File: src/design/addrgen_pkg.sv
// Vector address generator package
// Widths, constants, enums and the load/store request struct shared by the design

package addrgen_pkg;

  ////////////////////////////////////////////////////////////////////////
  // Widths and constants
  ////////////////////////////////////////////////////////////////////////

  // AXI address width
  localparam int unsigned AddrWidth = 32;
  // Bytes per data beat and its log
  localparam int unsigned DataBytes = 8;
  localparam int unsigned DataBytesLog = 3;
  // Address bits inside one 4 KiB page
  localparam int unsigned PageBits = 12;
  // AXI4 INCR bursts are limited to 256 beats
  localparam int unsigned MaxBurstBeats = 256;
  // Vector length width
  localparam int unsigned VlWidth = 16;
  // Entries in the load/store request queue
  localparam int unsigned QueueDepth = 4;

  ////////////////////////////////////////////////////////////////////////
  // Types
  ////////////////////////////////////////////////////////////////////////

  typedef logic [AddrWidth-1:0] addr_t;
  typedef logic [VlWidth-1:0] vl_t;

  // Element width, encoded as log2 of the element size in bytes
  typedef enum logic [1:0] {
    EW8 = 2'd0,
    EW16 = 2'd1,
    EW32 = 2'd2,
    EW64 = 2'd3
  } vew_e;

  // Vector memory instruction kind
  typedef enum logic [1:0] {
    OP_VLE = 2'd0,   // unit-stride load
    OP_VSE = 2'd1,   // unit-stride store
    OP_VLSE = 2'd2,  // strided load
    OP_VSSE = 2'd3   // strided store
  } mem_op_e;

  // AXI burst length minus one
  typedef logic [7:0] axlen_t;
  // AXI beat size as log2 of bytes
  typedef logic [2:0] axsize_t;

  // One issued request as seen by the load/store units
  typedef struct packed {
    addr_t addr;
    axlen_t len;
    axsize_t size;
    logic is_load;
  } lsu_req_t;

endpackage

File: src/design/mem_req_if.sv
// Decoded memory request channel
// Carries one vector request from the instruction control to the AXI request generator

`timescale 1ns/1ps

interface mem_req_if;

  // Handshake
  logic valid;
  logic ready;

  // Request fields
  addrgen_pkg::addr_t addr;
  addrgen_pkg::vl_t len;
  addrgen_pkg::addr_t stride;
  addrgen_pkg::vew_e vew;
  logic is_load;
  // Unit-stride requests become INCR bursts
  logic is_burst;

  // Pulses with the handshake of the last beat or burst
  logic done;

  // Instruction control side
  modport ctrl (
    output valid, addr, len, stride, vew, is_load, is_burst,
    input ready, done
  );

  // Request generator side
  modport gen (
    input valid, addr, len, stride, vew, is_load, is_burst,
    output ready, done
  );

endinterface

File: src/design/insn_ctrl.sv
// Vector memory instruction control
// Accepts one instruction, checks base alignment, hands the request on and acknowledges

`timescale 1ns/1ps

module insn_ctrl (
  input  logic                  clk_i,
  input  logic                  rst_ni,
  // Instruction side
  input  logic                  insn_valid_i,
  output logic                  insn_ready_o,
  input  addrgen_pkg::mem_op_e  insn_op_i,
  input  addrgen_pkg::addr_t    insn_addr_i,
  input  addrgen_pkg::vl_t      insn_vl_i,
  input  addrgen_pkg::addr_t    insn_stride_i,
  input  addrgen_pkg::vew_e     insn_vew_i,
  output logic                  ack_o,
  output logic                  exception_o,
  // Request towards the generator
  mem_req_if.ctrl               mem_req_o
);

  // IDLE waits for an instruction, CHECK tests alignment, BUSY waits for done
  enum logic [1:0] {
    IDLE,
    CHECK,
    BUSY
  } state_q, state_d;

  // Registered instruction
  addrgen_pkg::mem_op_e op_q;
  addrgen_pkg::addr_t addr_q;
  addrgen_pkg::vl_t vl_q;
  addrgen_pkg::addr_t stride_q;
  addrgen_pkg::vew_e vew_q;

  // Delayed completion ack
  logic done_ack_q, done_ack_d;

  logic accept;
  logic misaligned;

  assign insn_ready_o = (state_q == IDLE);
  assign accept = insn_valid_i && insn_ready_o;

  // Base address must be a multiple of the element size
  assign misaligned = |(addr_q & ((addrgen_pkg::addr_t'(1) << vew_q) - addrgen_pkg::addr_t'(1)));

  // Misaligned instructions are acknowledged straight from CHECK
  assign exception_o = (state_q == CHECK) && misaligned;
  assign ack_o = exception_o || done_ack_q;

  ////////////////////////////////////////////////////////////////////////
  // Request fields
  ////////////////////////////////////////////////////////////////////////

  assign mem_req_o.valid = (state_q == BUSY);
  assign mem_req_o.addr = addr_q;
  assign mem_req_o.len = vl_q;
  assign mem_req_o.stride = stride_q;
  assign mem_req_o.vew = vew_q;
  assign mem_req_o.is_load = (op_q == addrgen_pkg::OP_VLE) || (op_q == addrgen_pkg::OP_VLSE);
  assign mem_req_o.is_burst = (op_q == addrgen_pkg::OP_VLE) || (op_q == addrgen_pkg::OP_VSE);

  ////////////////////////////////////////////////////////////////////////
  // FSM
  ////////////////////////////////////////////////////////////////////////

  always_comb begin
    state_d = state_q;
    done_ack_d = 1'b0;
    case (state_q)
      IDLE: begin
        if (accept) begin
          state_d = CHECK;
        end
      end
      CHECK: begin
        // Misaligned base ends here with the exception ack
        state_d = misaligned ? IDLE : BUSY;
      end
      BUSY: begin
        // Request completes with the generator's done pulse
        if (mem_req_o.done) begin
          state_d = IDLE;
          done_ack_d = 1'b1;
        end
      end
      default: state_d = IDLE;
    endcase
  end

  always_ff @(posedge clk_i or negedge rst_ni) begin
    if (!rst_ni) begin
      state_q <= IDLE;
      done_ack_q <= 1'b0;
    end else begin
      state_q <= state_d;
      done_ack_q <= done_ack_d;
    end
  end

  // Instruction payload, loaded on acceptance
  always_ff @(posedge clk_i) begin
    if (accept) begin
      op_q <= insn_op_i;
      addr_q <= insn_addr_i;
      vl_q <= insn_vl_i;
      stride_q <= insn_stride_i;
      vew_q <= insn_vew_i;
    end
  end

endmodule

File: src/design/axi_req_gen.sv
// AXI address request generator
// Splits unit-stride requests into page-bounded INCR bursts and strided ones into single beats

`timescale 1ns/1ps

module axi_req_gen (
  input  logic                   clk_i,
  input  logic                   rst_ni,
  // Request from the instruction control
  mem_req_if.gen                 mem_req_i,
  // AR channel
  output logic                   ar_valid_o,
  input  logic                   ar_ready_i,
  output addrgen_pkg::addr_t     ar_addr_o,
  output addrgen_pkg::axlen_t    ar_len_o,
  output addrgen_pkg::axsize_t   ar_size_o,
  // AW channel
  output logic                   aw_valid_o,
  input  logic                   aw_ready_i,
  output addrgen_pkg::addr_t     aw_addr_o,
  output addrgen_pkg::axlen_t    aw_len_o,
  output addrgen_pkg::axsize_t   aw_size_o,
  // Load/store request queue
  output logic                   q_push_o,
  output addrgen_pkg::lsu_req_t  q_req_o,
  input  logic                   q_full_i,
  input  logic                   q_empty_i,
  input  logic                   q_head_is_load_i
);

  // IDLE takes a request, SETUP computes the first burst end, REQUESTING issues
  enum logic [1:0] {
    IDLE,
    SETUP,
    REQUESTING
  } state_q, state_d;

  // Request being processed
  addrgen_pkg::addr_t cur_addr_q;
  addrgen_pkg::addr_t stride_q;
  addrgen_pkg::vl_t count_q;
  addrgen_pkg::vew_e vew_q;
  logic is_load_q;
  logic is_burst_q;

  // Burst window, all aligned to a data word
  addrgen_pkg::addr_t aligned_start_q;
  addrgen_pkg::addr_t aligned_end_q;
  addrgen_pkg::addr_t next_start_q;
  // Word holding the last covered byte
  addrgen_pkg::addr_t last_word_q;

  addrgen_pkg::addr_t word_mask;
  addrgen_pkg::addr_t base_start;
  addrgen_pkg::addr_t base_end;
  addrgen_pkg::axlen_t burst_len;
  addrgen_pkg::axlen_t ax_len;
  addrgen_pkg::axsize_t ax_size;
  logic ax_ready;
  logic order_ok;
  logic ax_valid;
  logic ax_fire;
  logic last_ax;
  logic accept;

  // Last word of a burst starting at an aligned address
  // Clipped to the page end, to MaxBurstBeats and to the end of the data
  function automatic addrgen_pkg::addr_t burst_end(addrgen_pkg::addr_t start,
                                                   addrgen_pkg::addr_t last_word);
    int unsigned start_off;
    int unsigned beat_off;
    int unsigned end_off;
    start_off = start[addrgen_pkg::PageBits-1:0];
    end_off = (1 << addrgen_pkg::PageBits) - addrgen_pkg::DataBytes;
    beat_off = start_off + (addrgen_pkg::MaxBurstBeats - 1) * addrgen_pkg::DataBytes;
    if (beat_off < end_off) begin
      end_off = beat_off;
    end
    // Data end only counts when it lies in the same page
    if ((last_word[addrgen_pkg::AddrWidth-1:addrgen_pkg::PageBits] ==
         start[addrgen_pkg::AddrWidth-1:addrgen_pkg::PageBits]) &&
        (last_word[addrgen_pkg::PageBits-1:0] < end_off)) begin
      end_off = last_word[addrgen_pkg::PageBits-1:0];
    end
    return {start[addrgen_pkg::AddrWidth-1:addrgen_pkg::PageBits],
            end_off[addrgen_pkg::PageBits-1:0]};
  endfunction

  assign word_mask = ~addrgen_pkg::addr_t'(addrgen_pkg::DataBytes - 1);

  // SETUP starts from the request address, later bursts from the next aligned word
  assign base_start = (state_q == SETUP) ? (cur_addr_q & word_mask) : next_start_q;
  assign base_end = burst_end(base_start, last_word_q);

  ////////////////////////////////////////////////////////////////////////
  // AX request
  ////////////////////////////////////////////////////////////////////////

  assign burst_len = addrgen_pkg::axlen_t'(
      (aligned_end_q[addrgen_pkg::PageBits-1:0] - aligned_start_q[addrgen_pkg::PageBits-1:0])
      >> addrgen_pkg::DataBytesLog);

  assign ax_len = is_burst_q ? burst_len : '0;
  assign ax_size = is_burst_q ? addrgen_pkg::axsize_t'(addrgen_pkg::DataBytesLog)
                              : addrgen_pkg::axsize_t'(vew_q);

  // Do not switch direction while the queue holds requests of the other kind
  assign order_ok = q_empty_i || (q_head_is_load_i == is_load_q);

  // The push is the AX handshake, so valid needs room in the queue
  assign ax_valid = (state_q == REQUESTING) && !q_full_i && order_ok;
  assign ax_ready = is_load_q ? ar_ready_i : aw_ready_i;
  assign ax_fire = ax_valid && ax_ready;

  assign last_ax = is_burst_q ? (aligned_end_q == last_word_q)
                              : (count_q == addrgen_pkg::vl_t'(1));

  assign ar_valid_o = ax_valid && is_load_q;
  assign ar_addr_o = cur_addr_q;
  assign ar_len_o = ax_len;
  assign ar_size_o = ax_size;

  assign aw_valid_o = ax_valid && !is_load_q;
  assign aw_addr_o = cur_addr_q;
  assign aw_len_o = ax_len;
  assign aw_size_o = ax_size;

  // Every issued request goes to the load/store units as well
  assign q_push_o = ax_fire;
  assign q_req_o = '{addr: cur_addr_q, len: ax_len, size: ax_size, is_load: is_load_q};

  assign mem_req_i.ready = (state_q == IDLE);
  assign mem_req_i.done = ax_fire && last_ax;
  assign accept = mem_req_i.valid && mem_req_i.ready;

  ////////////////////////////////////////////////////////////////////////
  // FSM
  ////////////////////////////////////////////////////////////////////////

  always_comb begin
    state_d = state_q;
    case (state_q)
      IDLE: begin
        if (accept) begin
          state_d = SETUP;
        end
      end
      SETUP: state_d = REQUESTING;
      REQUESTING: begin
        if (mem_req_i.done) begin
          state_d = IDLE;
        end
      end
      default: state_d = IDLE;
    endcase
  end

  always_ff @(posedge clk_i or negedge rst_ni) begin
    if (!rst_ni) begin
      state_q <= IDLE;
    end else begin
      state_q <= state_d;
    end
  end

  // Request and burst window payload
  always_ff @(posedge clk_i) begin
    if (accept) begin
      cur_addr_q <= mem_req_i.addr;
      stride_q <= mem_req_i.stride;
      count_q <= mem_req_i.len;
      vew_q <= mem_req_i.vew;
      is_load_q <= mem_req_i.is_load;
      is_burst_q <= mem_req_i.is_burst;
      // Last covered byte is addr + (len << vew) - 1
      last_word_q <= (mem_req_i.addr + (addrgen_pkg::addr_t'(mem_req_i.len) << mem_req_i.vew)
                      - addrgen_pkg::addr_t'(1)) & word_mask;
    end
    if (state_q == SETUP || (ax_fire && is_burst_q)) begin
      aligned_start_q <= base_start;
      aligned_end_q <= base_end;
      next_start_q <= base_end + addrgen_pkg::addr_t'(addrgen_pkg::DataBytes);
    end
    if (ax_fire) begin
      if (is_burst_q) begin
        // Next burst starts at the following aligned word
        cur_addr_q <= next_start_q;
      end else begin
        cur_addr_q <= cur_addr_q + stride_q;
        count_q <= count_q - addrgen_pkg::vl_t'(1);
      end
    end
  end

endmodule

File: src/design/lsu_req_queue.sv
// Load/store request queue
// Circular FIFO of issued AX requests, exposes the direction of its head entry

`timescale 1ns/1ps

module lsu_req_queue (
  input  logic                   clk_i,
  input  logic                   rst_ni,
  // Push side, from the request generator
  input  logic                   push_i,
  input  addrgen_pkg::lsu_req_t  req_i,
  output logic                   full_o,
  output logic                   empty_o,
  output logic                   head_is_load_o,
  // Pop side, towards the load/store units
  output logic                   lsu_valid_o,
  input  logic                   lsu_ready_i,
  output addrgen_pkg::lsu_req_t  lsu_req_o
);

  localparam int unsigned PtrWidth = $clog2(addrgen_pkg::QueueDepth);

  // Storage
  addrgen_pkg::lsu_req_t mem_q [addrgen_pkg::QueueDepth];

  logic [PtrWidth-1:0] wr_ptr_q;
  logic [PtrWidth-1:0] rd_ptr_q;
  logic [PtrWidth:0] count_q;
  logic pop;

  assign full_o = (count_q == addrgen_pkg::QueueDepth);
  assign empty_o = (count_q == '0);
  assign lsu_valid_o = !empty_o;
  assign pop = lsu_valid_o && lsu_ready_i;

  // Head entry
  assign lsu_req_o = mem_q[rd_ptr_q];
  assign head_is_load_o = mem_q[rd_ptr_q].is_load;

  ////////////////////////////////////////////////////////////////////////
  // Pointers and count
  ////////////////////////////////////////////////////////////////////////

  always_ff @(posedge clk_i or negedge rst_ni) begin
    if (!rst_ni) begin
      wr_ptr_q <= '0;
      rd_ptr_q <= '0;
      count_q <= '0;
    end else begin
      if (push_i) begin
        wr_ptr_q <= (wr_ptr_q == PtrWidth'(addrgen_pkg::QueueDepth - 1)) ? '0 : wr_ptr_q + 1'b1;
      end
      if (pop) begin
        rd_ptr_q <= (rd_ptr_q == PtrWidth'(addrgen_pkg::QueueDepth - 1)) ? '0 : rd_ptr_q + 1'b1;
      end
      // Simultaneous push and pop leave the count unchanged
      if (push_i && !pop) begin
        count_q <= count_q + 1'b1;
      end else if (pop && !push_i) begin
        count_q <= count_q - 1'b1;
      end
    end
  end

  // Write port
  always_ff @(posedge clk_i) begin
    if (push_i) begin
      mem_q[wr_ptr_q] <= req_i;
    end
  end

endmodule

File: src/design/addrgen_top.sv
// Vector memory address generator top level
// Instruction control, AXI AR/AW request generator and load/store request queue

`timescale 1ns/1ps

module addrgen_top (
  input  logic                   clk_i,
  input  logic                   rst_ni,
  // Instruction side
  input  logic                   insn_valid_i,
  output logic                   insn_ready_o,
  input  addrgen_pkg::mem_op_e   insn_op_i,
  input  addrgen_pkg::addr_t     insn_addr_i,
  input  addrgen_pkg::vl_t       insn_vl_i,
  input  addrgen_pkg::addr_t     insn_stride_i,
  input  addrgen_pkg::vew_e      insn_vew_i,
  output logic                   ack_o,
  output logic                   exception_o,
  // AR channel
  output logic                   ar_valid_o,
  input  logic                   ar_ready_i,
  output addrgen_pkg::addr_t     ar_addr_o,
  output addrgen_pkg::axlen_t    ar_len_o,
  output addrgen_pkg::axsize_t   ar_size_o,
  // AW channel
  output logic                   aw_valid_o,
  input  logic                   aw_ready_i,
  output addrgen_pkg::addr_t     aw_addr_o,
  output addrgen_pkg::axlen_t    aw_len_o,
  output addrgen_pkg::axsize_t   aw_size_o,
  // Queue output to the load/store units
  output logic                   lsu_valid_o,
  input  logic                   lsu_ready_i,
  output addrgen_pkg::lsu_req_t  lsu_req_o
);

  // Decoded request between control and generator
  mem_req_if mem_req ();

  // Generator to queue
  logic q_push;
  addrgen_pkg::lsu_req_t q_req;
  logic q_full;
  logic q_empty;
  logic q_head_is_load;

  insn_ctrl i_insn_ctrl (
    .clk_i         (clk_i),
    .rst_ni        (rst_ni),
    .insn_valid_i  (insn_valid_i),
    .insn_ready_o  (insn_ready_o),
    .insn_op_i     (insn_op_i),
    .insn_addr_i   (insn_addr_i),
    .insn_vl_i     (insn_vl_i),
    .insn_stride_i (insn_stride_i),
    .insn_vew_i    (insn_vew_i),
    .ack_o         (ack_o),
    .exception_o   (exception_o),
    .mem_req_o     (mem_req.ctrl)
  );

  axi_req_gen i_axi_req_gen (
    .clk_i            (clk_i),
    .rst_ni           (rst_ni),
    .mem_req_i        (mem_req.gen),
    .ar_valid_o       (ar_valid_o),
    .ar_ready_i       (ar_ready_i),
    .ar_addr_o        (ar_addr_o),
    .ar_len_o         (ar_len_o),
    .ar_size_o        (ar_size_o),
    .aw_valid_o       (aw_valid_o),
    .aw_ready_i       (aw_ready_i),
    .aw_addr_o        (aw_addr_o),
    .aw_len_o         (aw_len_o),
    .aw_size_o        (aw_size_o),
    .q_push_o         (q_push),
    .q_req_o          (q_req),
    .q_full_i         (q_full),
    .q_empty_i        (q_empty),
    .q_head_is_load_i (q_head_is_load)
  );

  lsu_req_queue i_lsu_req_queue (
    .clk_i          (clk_i),
    .rst_ni         (rst_ni),
    .push_i         (q_push),
    .req_i          (q_req),
    .full_o         (q_full),
    .empty_o        (q_empty),
    .head_is_load_o (q_head_is_load),
    .lsu_valid_o    (lsu_valid_o),
    .lsu_ready_i    (lsu_ready_i),
    .lsu_req_o      (lsu_req_o)
  );

endmodule

File: config.mk
export PLATFORM = sky130hd
export DESIGN_NAME = addrgen_top
export DESIGN_NICKNAME = d
export VERILOG_FILES = /design/src/design/addrgen_pkg.sv /design/src/design/mem_req_if.sv /design/src/design/insn_ctrl.sv /design/src/design/axi_req_gen.sv /design/src/design/lsu_req_queue.sv /design/src/design/addrgen_top.sv
export SDC_FILE = /design/constraint.sdc
export NUM_CORES = 1
export LEC_CHECK = 0
export ABC_CLOCK_PERIOD_IN_PS = 10320
export BUFFER_PORTS_ARGS = -buffer_cell sky130_fd_sc_hd__buf_2
export CAP_MARGIN = 20
export CORE_ASPECT_RATIO = 0.6
export CORE_UTILIZATION = 25
export CTS_CLUSTER_SIZE = 24
export DETAILED_ROUTE_END_ITERATION = 7
export PLACE_DENSITY = 0.5
export SYNTH_ARGS = -nofsm -noshare
export SYNTH_HDL_FRONTEND = slang
export SYNTH_HIERARCHICAL = 1
export SYNTH_SLANG_ARGS = --single-unit
File: constraint.sdc
create_clock -name clk_i -period 10.32 [get_ports clk_i]
set_input_delay 2.064 -clock clk_i [delete_from_list [all_inputs] [get_ports clk_i]]
set_output_delay 2.064 -clock clk_i [all_outputs]
set_load 0.02 [all_outputs]
Word-level counts from Yosys, hierarchy flattened
Memory sizes are Yosys's and may differ from the RTL's. Cells that the tools add are included.

Add/subtract/negate cells: 12. Order comparisons: 2. Equality and inequality tests: 17. Shift operators: 2. Multiplexer cells: 27. Bitwise logic cells: 1. Reductions and logical operators: 33.

Operator list (count): 2-to-1 mux 32 bit (4); adder 32 bit (2); subtractor 32 x 1 -> 32 bit, second input constant (2); 2-to-1 mux 16 bit (3); adder 32 x 4 -> 32 bit, second input constant (1); AND 32 bit (1); equality test 32 bit (1); < comparator 32 x 12 -> 1 bit, second input constant (1); OR reduction 32 bit (1); left shift 1 x 2 -> 32 bit, first input constant (1); left shift 16 x 2 -> 32 bit (1); equality test 20 bit (1); equality test 16 x 1 -> 1 bit, second input constant (1); subtractor 16 x 1 -> 16 bit, second input constant (1); logical AND 1 bit (14); 2-to-1 mux 2 bit (7); adder 12 x 11 -> 13 bit, second input constant (1); < comparator 12 x 13 -> 1 bit (1); 2-to-1 mux 13 bit (1); 2-to-1 mux 12 bit (1); case mux 2 bit (3 select lines) (2); subtractor 11 bit (1); equality test 2 bit, second input constant (5); 2-to-1 mux 8 bit (1); 16 further kinds (39).

Register bits after elaboration: 284. Bits in writable memories: 172. Input port bits: 90. Output and inout bits: 136. Logic and storage cells: 116. Memories kept: 1.

Memory list: i_lsu_req_queue.mem_q (depth 4, width 43, read ports 1, clocked after memory_dff 0, wr ports 1, RTL line lsu_req_queue.sv:24) `addrgen_pkg::lsu_req_t mem_q [addrgen_pkg::QueueDepth];`.

Depth between registers and ports, before layout
Depth after elaboration: 9. Mapped depth: 32. Gate-level depth less buffers: 25.

Cells and area by module
The synthesis kept the hierarchy.

By module, submodules not included: axi_req_gen (times used 1, cells each 1500, area each 14172.3 µm², sequential area each 5445.2 µm²); lsu_req_queue (times used 1, cells each 269, area each 6846.6 µm², sequential area each 5460.2 µm²); insn_ctrl (times used 1, cells each 121, area each 2829.0 µm², sequential area each 2597.5 µm²).

Least setup slack after synthesis
OpenSTA, ideal clock, no wires.

Kind: input port to flip-flop. Start point: input port ar_ready_i. End point: register i_axi_req_gen.aligned_end_q[0] (enable). Library setup time: 0.602 ns. Data arrival time: 7.834 ns. Required time: 9.718 ns. Setup slack: 1.884 ns. Stages on the path: 5. Buffers on the path: 2. Cells stage by stage: mux2i_1 > or2_2 > clkbuf_1 > clkbuf_1 > o21ai_0.

Word-level cells in the longest chain between the ends: 4.

RTL lines: start, declared (RTL line addrgen_top.sv:21) `input logic ar_ready_i,`; 2-to-1 mux 1 bit (RTL line axi_req_gen.sv:112) `assign ax_ready = is_load_q ? ar_ready_i : aw_ready_i;`; logical AND 1 bit (RTL line axi_req_gen.sv:113) `assign ax_fire = ax_valid && ax_ready;`; logical AND 1 bit (RTL line axi_req_gen.sv:179) `if (state_q == SETUP || (ax_fire && is_burst_q)) begin`; logical OR 1 bit (RTL line axi_req_gen.sv:179); end signal, assigned (RTL line axi_req_gen.sv:181) `aligned_end_q <= base_end;`; end, declared (RTL line axi_req_gen.sv:48) `addrgen_pkg::addr_t aligned_end_q;`.

Every way passes these cells. A chain may end at the register's enable or synchronous reset.

Worst setup path after layout
Start point: register i_axi_req_gen/state_q[0] (netlist bit). End point: register i_axi_req_gen.next_start_q[21], data pin.

Word-level cells in the longest chain between the ends: 9. Elaborated cells between the ends (all ways): 10. Classes of those cells: add/sub (2); order compare (2); eq/ne (2); mux (3); reduce/logical (1).

RTL lines: start, declared (RTL line axi_req_gen.sv:36) `} state_q, state_d;`; start signal, assigned (RTL line axi_req_gen.sv:162) `state_q <= state_d;`; equality test 2 x 1 -> 1 bit (*) (RTL line axi_req_gen.sv:92) `assign base_start = (state_q == SETUP) ? (cur_addr_q & word_mask) : next_start_q;`; 2-to-1 mux 32 bit (*) (RTL line axi_req_gen.sv:92); adder 12 x 11 -> 13 bit (RTL line axi_req_gen.sv:75) `beat_off = start_off + (addrgen_pkg::MaxBurstBeats - 1) * addrgen_pkg::DataBytes;`; < comparator 32 x 12 -> 1 bit (RTL line axi_req_gen.sv:76) `if (beat_off < end_off) begin`; 2-to-1 mux 13 bit (RTL line axi_req_gen.sv:76); < comparator 12 x 13 -> 1 bit (RTL line axi_req_gen.sv:82) `(last_word[addrgen_pkg::PageBits-1:0] < end_off)) begin`; logical AND 1 bit (RTL line axi_req_gen.sv:81) `start[addrgen_pkg::AddrWidth-1:addrgen_pkg::PageBits]) &&`; 2-to-1 mux 12 bit (*) (RTL line axi_req_gen.sv:80) `if ((last_word[addrgen_pkg::AddrWidth-1:addrgen_pkg::PageBits] ==`; named net i_axi_req_gen.base_end[4] (RTL line axi_req_gen.sv:55) `addrgen_pkg::addr_t base_end;`; adder 32 x 4 -> 32 bit (*) (RTL line axi_req_gen.sv:182) `next_start_q <= base_end + addrgen_pkg::addr_t'(addrgen_pkg::DataBytes);`; end signal, assigned (RTL line axi_req_gen.sv:182); end, declared (RTL line axi_req_gen.sv:49) `addrgen_pkg::addr_t next_start_q;`.

Mark *: on every way through the listed nets, which the timed path passes. The rest lies on a longest branch.

==> impl_results.md <==
- Post-synth cell types: 82
- Tcrit/Tclk final: 0.722
- CP endpoint kind: register
- Final Net Count: 2251
- Reg area: 13500 um^2
- Worst slew pin tran: 1.05 ns
- IO Port Bufs: 223
- Top FF cell, synth: edfxtp_1
- Pin count of the biggest net entering global routing: 70
- Rows: 87
- Endpoints failing setup: 0
- Worst EP arrival: 7.80 ns
- Leakage: 9.97 nW
- # DRC: 0
- First-pass GRT wire length: 98600 um
- Cell Area, Synth: 23800 um^2
- Vias: 15200
- Power Density: 258 nW/um^2
- I/O pin count: 226
- Area growth from synthesis to layout: 14.4%
- Worst hold path type: reg2reg
- Clk sinks: 457
- Fin crit period: 7.45 ns
- Clock slew at reported path FFs: 0.06 ns
- Number of DRC markers in iteration 0: 1017
- TNS Setup: 0 ns
- CTS buffer count: 47
- Met2 Track Usage GR: 0.215
- Post-synth EDFFs: 429
- Worst vdd ir: 0.000133 V
- Postcts setup bufs: 0
- Avg Cell Area, Syn: 12.6 um^2
- Fmax: 134 MHz
- Clock tree buffer depth: 3
- Htree depth: 2
- Yosys warnings: 6
- CTS Hold Bufs: 0
- Post-Synthesis Cells: 1890
- Fill cell count: 9565
- Global-route layer with the greatest usage: met2
- Final number of max-transition violations: 0
- Core footprint: 94200 um^2
- Max incr delay on CP: 0.53 ns
- Cell area after placement: 25800 um^2
- GP Congestion: 0.856
- Design area: 27300 um^2
- Critical Path Fanout Max: 33
- DIE WIDTH: 401 um
- Chip height: 241 um
- Status: finished, final reports clean
- Met1 global-route usage: 0.195
- Area of the multi-input gates: 8820 um^2
- Synthesized flop and latch total: 457
- Clock skew: 0.0318 ns
- Critical Path Source Type: register
- Vias in the first global route: 15000
- Root Driver: clkbuf_16
- DP HPWL: 50600 um
- Sequential area share after synthesis: 0.566
- Commonest non-fill, non-tap cells in the layout: 429 x edfxtp_1, 223 x buf_2, 154 x inv_1
- Slowest CP cell: ha_1
- WS Path Type: reg2reg
- DR pass1 iterations: 5
- Final Hold Viols: 0
- All-layer global routing usage: 0.137
- Initial antenna violation count: 3
- Commonest non-fill, non-tap cell in the layout: edfxtp_1
- Met3 Resource Use GR: 0.0265
- Initial Util: 0.253
- Max Cap Violations: 0
- Gr ovfl total: 0
- Max-slew headroom: 0.301
- Synth async-reset ratio: 0.0263
- Unrepaired setup endpoints after global routing: false
- CTS tree: built
- Skew-Pair Late Insertion Delay: 0.62 ns
- Final antenna-violating net count: 0
- Average wire per standard cell: 20.3 um
- Die area: 96700 um^2
- Vias/cell: 4.57
- Routed WL: 67700 um
- Required time of the critical path: 10.67 ns
- Share of post-route cells with drive strength above 1: 0.199
- CTS resizes: 0
-- cell usage after synthesis (all sizes together) (3+ instances only) --
cell	number	area share
mux4	48	0.046
clkinv	4	0.00063
dfrtp	12	0.013
nor4	27	0.0088
a21o	19	0.0060
or3	14	0.0039
a311oi	4	0.0017
a21oi	93	0.020
nor3	30	0.0063
and2	22	0.0058
nand4	18	0.0047
nand2	108	0.017
a31oi	10	0.0026
o21a	11	0.0035
o221a	5	0.0024
nor3b	6	0.0019
xor2	55	0.021
clkbuf	24	0.0038
mux2i	59	0.025
or2	12	0.0031
inv	155	0.024
xnor2	96	0.035
dfxtp	16	0.013
nor2b	17	0.0045
o211ai	4	0.0013
o31ai	9	0.0030
and3	6	0.0016
mux2	17	0.0082
or4	3	0.00094
edfxtp	429	0.54
buf	113	0.037
o2111ai	5	0.0021
a211o	7	0.0026
o31a	4	0.0015
o21bai	5	0.0016
a211oi	30	0.0094
nand3	37	0.0078
o22ai	3	0.00079
nand2b	12	0.0031
nor2	129	0.021
a21boi	7	0.0024
ha	108	0.057
o21ai	71	0.015
-- routing by layer --
layer | vias to the layer above | share of wire
met5 | - | 0.0018
met4 | 4 | 0.016
met3 | 68 | 0.056
met2 | 400 | 0.45
met1 | 7565 | 0.48
li1 | 7178 | -
-- cells by family after synthesis --
| kind of cell | Yosys count | share of synthesized area |
|---|---|---|
| adder cells (fa/ha/maj) | 110 | 0.0583 |
| other | 1 | 0.000157 |
| multiplexers | 124 | 0.0799 |
| AND/OR/NAND/NOR | 448 | 0.0927 |
| flip-flops | 457 | 0.566 |
| AO/OA/AOI/OAI | 303 | 0.0814 |
| buffers and inverters | 296 | 0.0655 |
| XOR/XNOR | 151 | 0.0558 |
-- through the flow --
stage / setup slack (ns) / utilization / hold WS, ns / instances / total power [mW]
final: 2.87 / 0.290 / 0.415 / 3332 / 7.05
after global placement: 3.14 / 0.274 / 0.407 / 3248 / 5.38
after floorplan: 1.88 / - / 0.400 / 1892 / 4.71
after detailed placement: 3.07 / 0.274 / 0.405 / 3248 / 5.41
after global routing: 2.45 / 0.290 / 0.427 / 3330 / 7.49
after CTS: 3.06 / 0.290 / 0.415 / 3330 / 7.16
-- worst max-delay path, delay by kind of cell, from the launching register on --
family	cells	cell delay, ns
adders and majority gates	3	1.14
AOI/OAI and AO/OA	8	1.93
and+or+nand+nor	8	1.86
DFF	1	0.44
muxes	3	0.81
xor gates and xnor gates	2	0.39
buffers and inverters	2	0.58
-- layout make-up --
type	count	area share
antenna	2	0.000183
clock buffer	50	0.0435
clock inverter	32	0.0115
inverter	159	0.0219
multi-input combinational	1139	0.323
sequential	457	0.495
tap	1246	0.0571
timing repair buffer	247	0.0475
-- power breakdown --
| part | total, mW | internal [mW] | switching [mW] | leakage [nW] |
|---|---|---|---|---|
| Clock | 1.71 | 0.940 | 0.769 | 0.723 |
| Sequential | 2.84 | 2.54 | 0.302 | 4.21 |
| Combinational | 2.50 | 0.944 | 1.55 | 5.03 |
| Total | 7.05 | 4.43 | 2.62 | 9.97 |
-- registers in the layout (all words and copies together), names as in the netlist, 2 cells and up --
signal and count:
i_axi_req_gen/aligned_end_q 32, i_axi_req_gen/aligned_start_q 11, i_axi_req_gen/ar_addr_o 32, i_axi_req_gen/count_q 16, i_axi_req_gen/last_word_q 29, i_axi_req_gen/next_start_q 29, i_axi_req_gen/state_q 2, i_axi_req_gen/stride_q 32
i_axi_req_gen/vew_q 2, i_insn_ctrl/mem_req_o.addr 32, i_insn_ctrl/mem_req_o.len 16, i_insn_ctrl/mem_req_o.stride 32, i_insn_ctrl/mem_req_o.vew 2, i_insn_ctrl/op_q 2, i_insn_ctrl/state_q 2, i_lsu_req_queue/count_q 3
i_lsu_req_queue/mem_q 176, i_lsu_req_queue/rd_ptr_q 2, i_lsu_req_queue/wr_ptr_q 2
-- worst paths after layout --
kind / start / end / slack, ns / cells past startpoint
setup / recovery: i_axi_req_gen/state_q[0] / i_axi_req_gen/next_start_q[21] / 2.87 / 26
hold / removal: i_insn_ctrl/mem_req_o.stride[27] / i_axi_req_gen/stride_q[27] / 0.42 / 0
setup reg to reg: i_axi_req_gen/state_q[0] / i_axi_req_gen/next_start_q[21] / 2.87 / 26
hold reg to reg: i_insn_ctrl/mem_req_o.stride[27] / i_axi_req_gen/stride_q[27] / 0.42 / 0
max in group asynchronous: rst_ni / i_lsu_req_queue/rd_ptr_q[0] / 8.60 / 1
min in group asynchronous: rst_ni / i_lsu_req_queue/rd_ptr_q[0] / 1.38 / 1
Power figures use the tool's default switching activity.
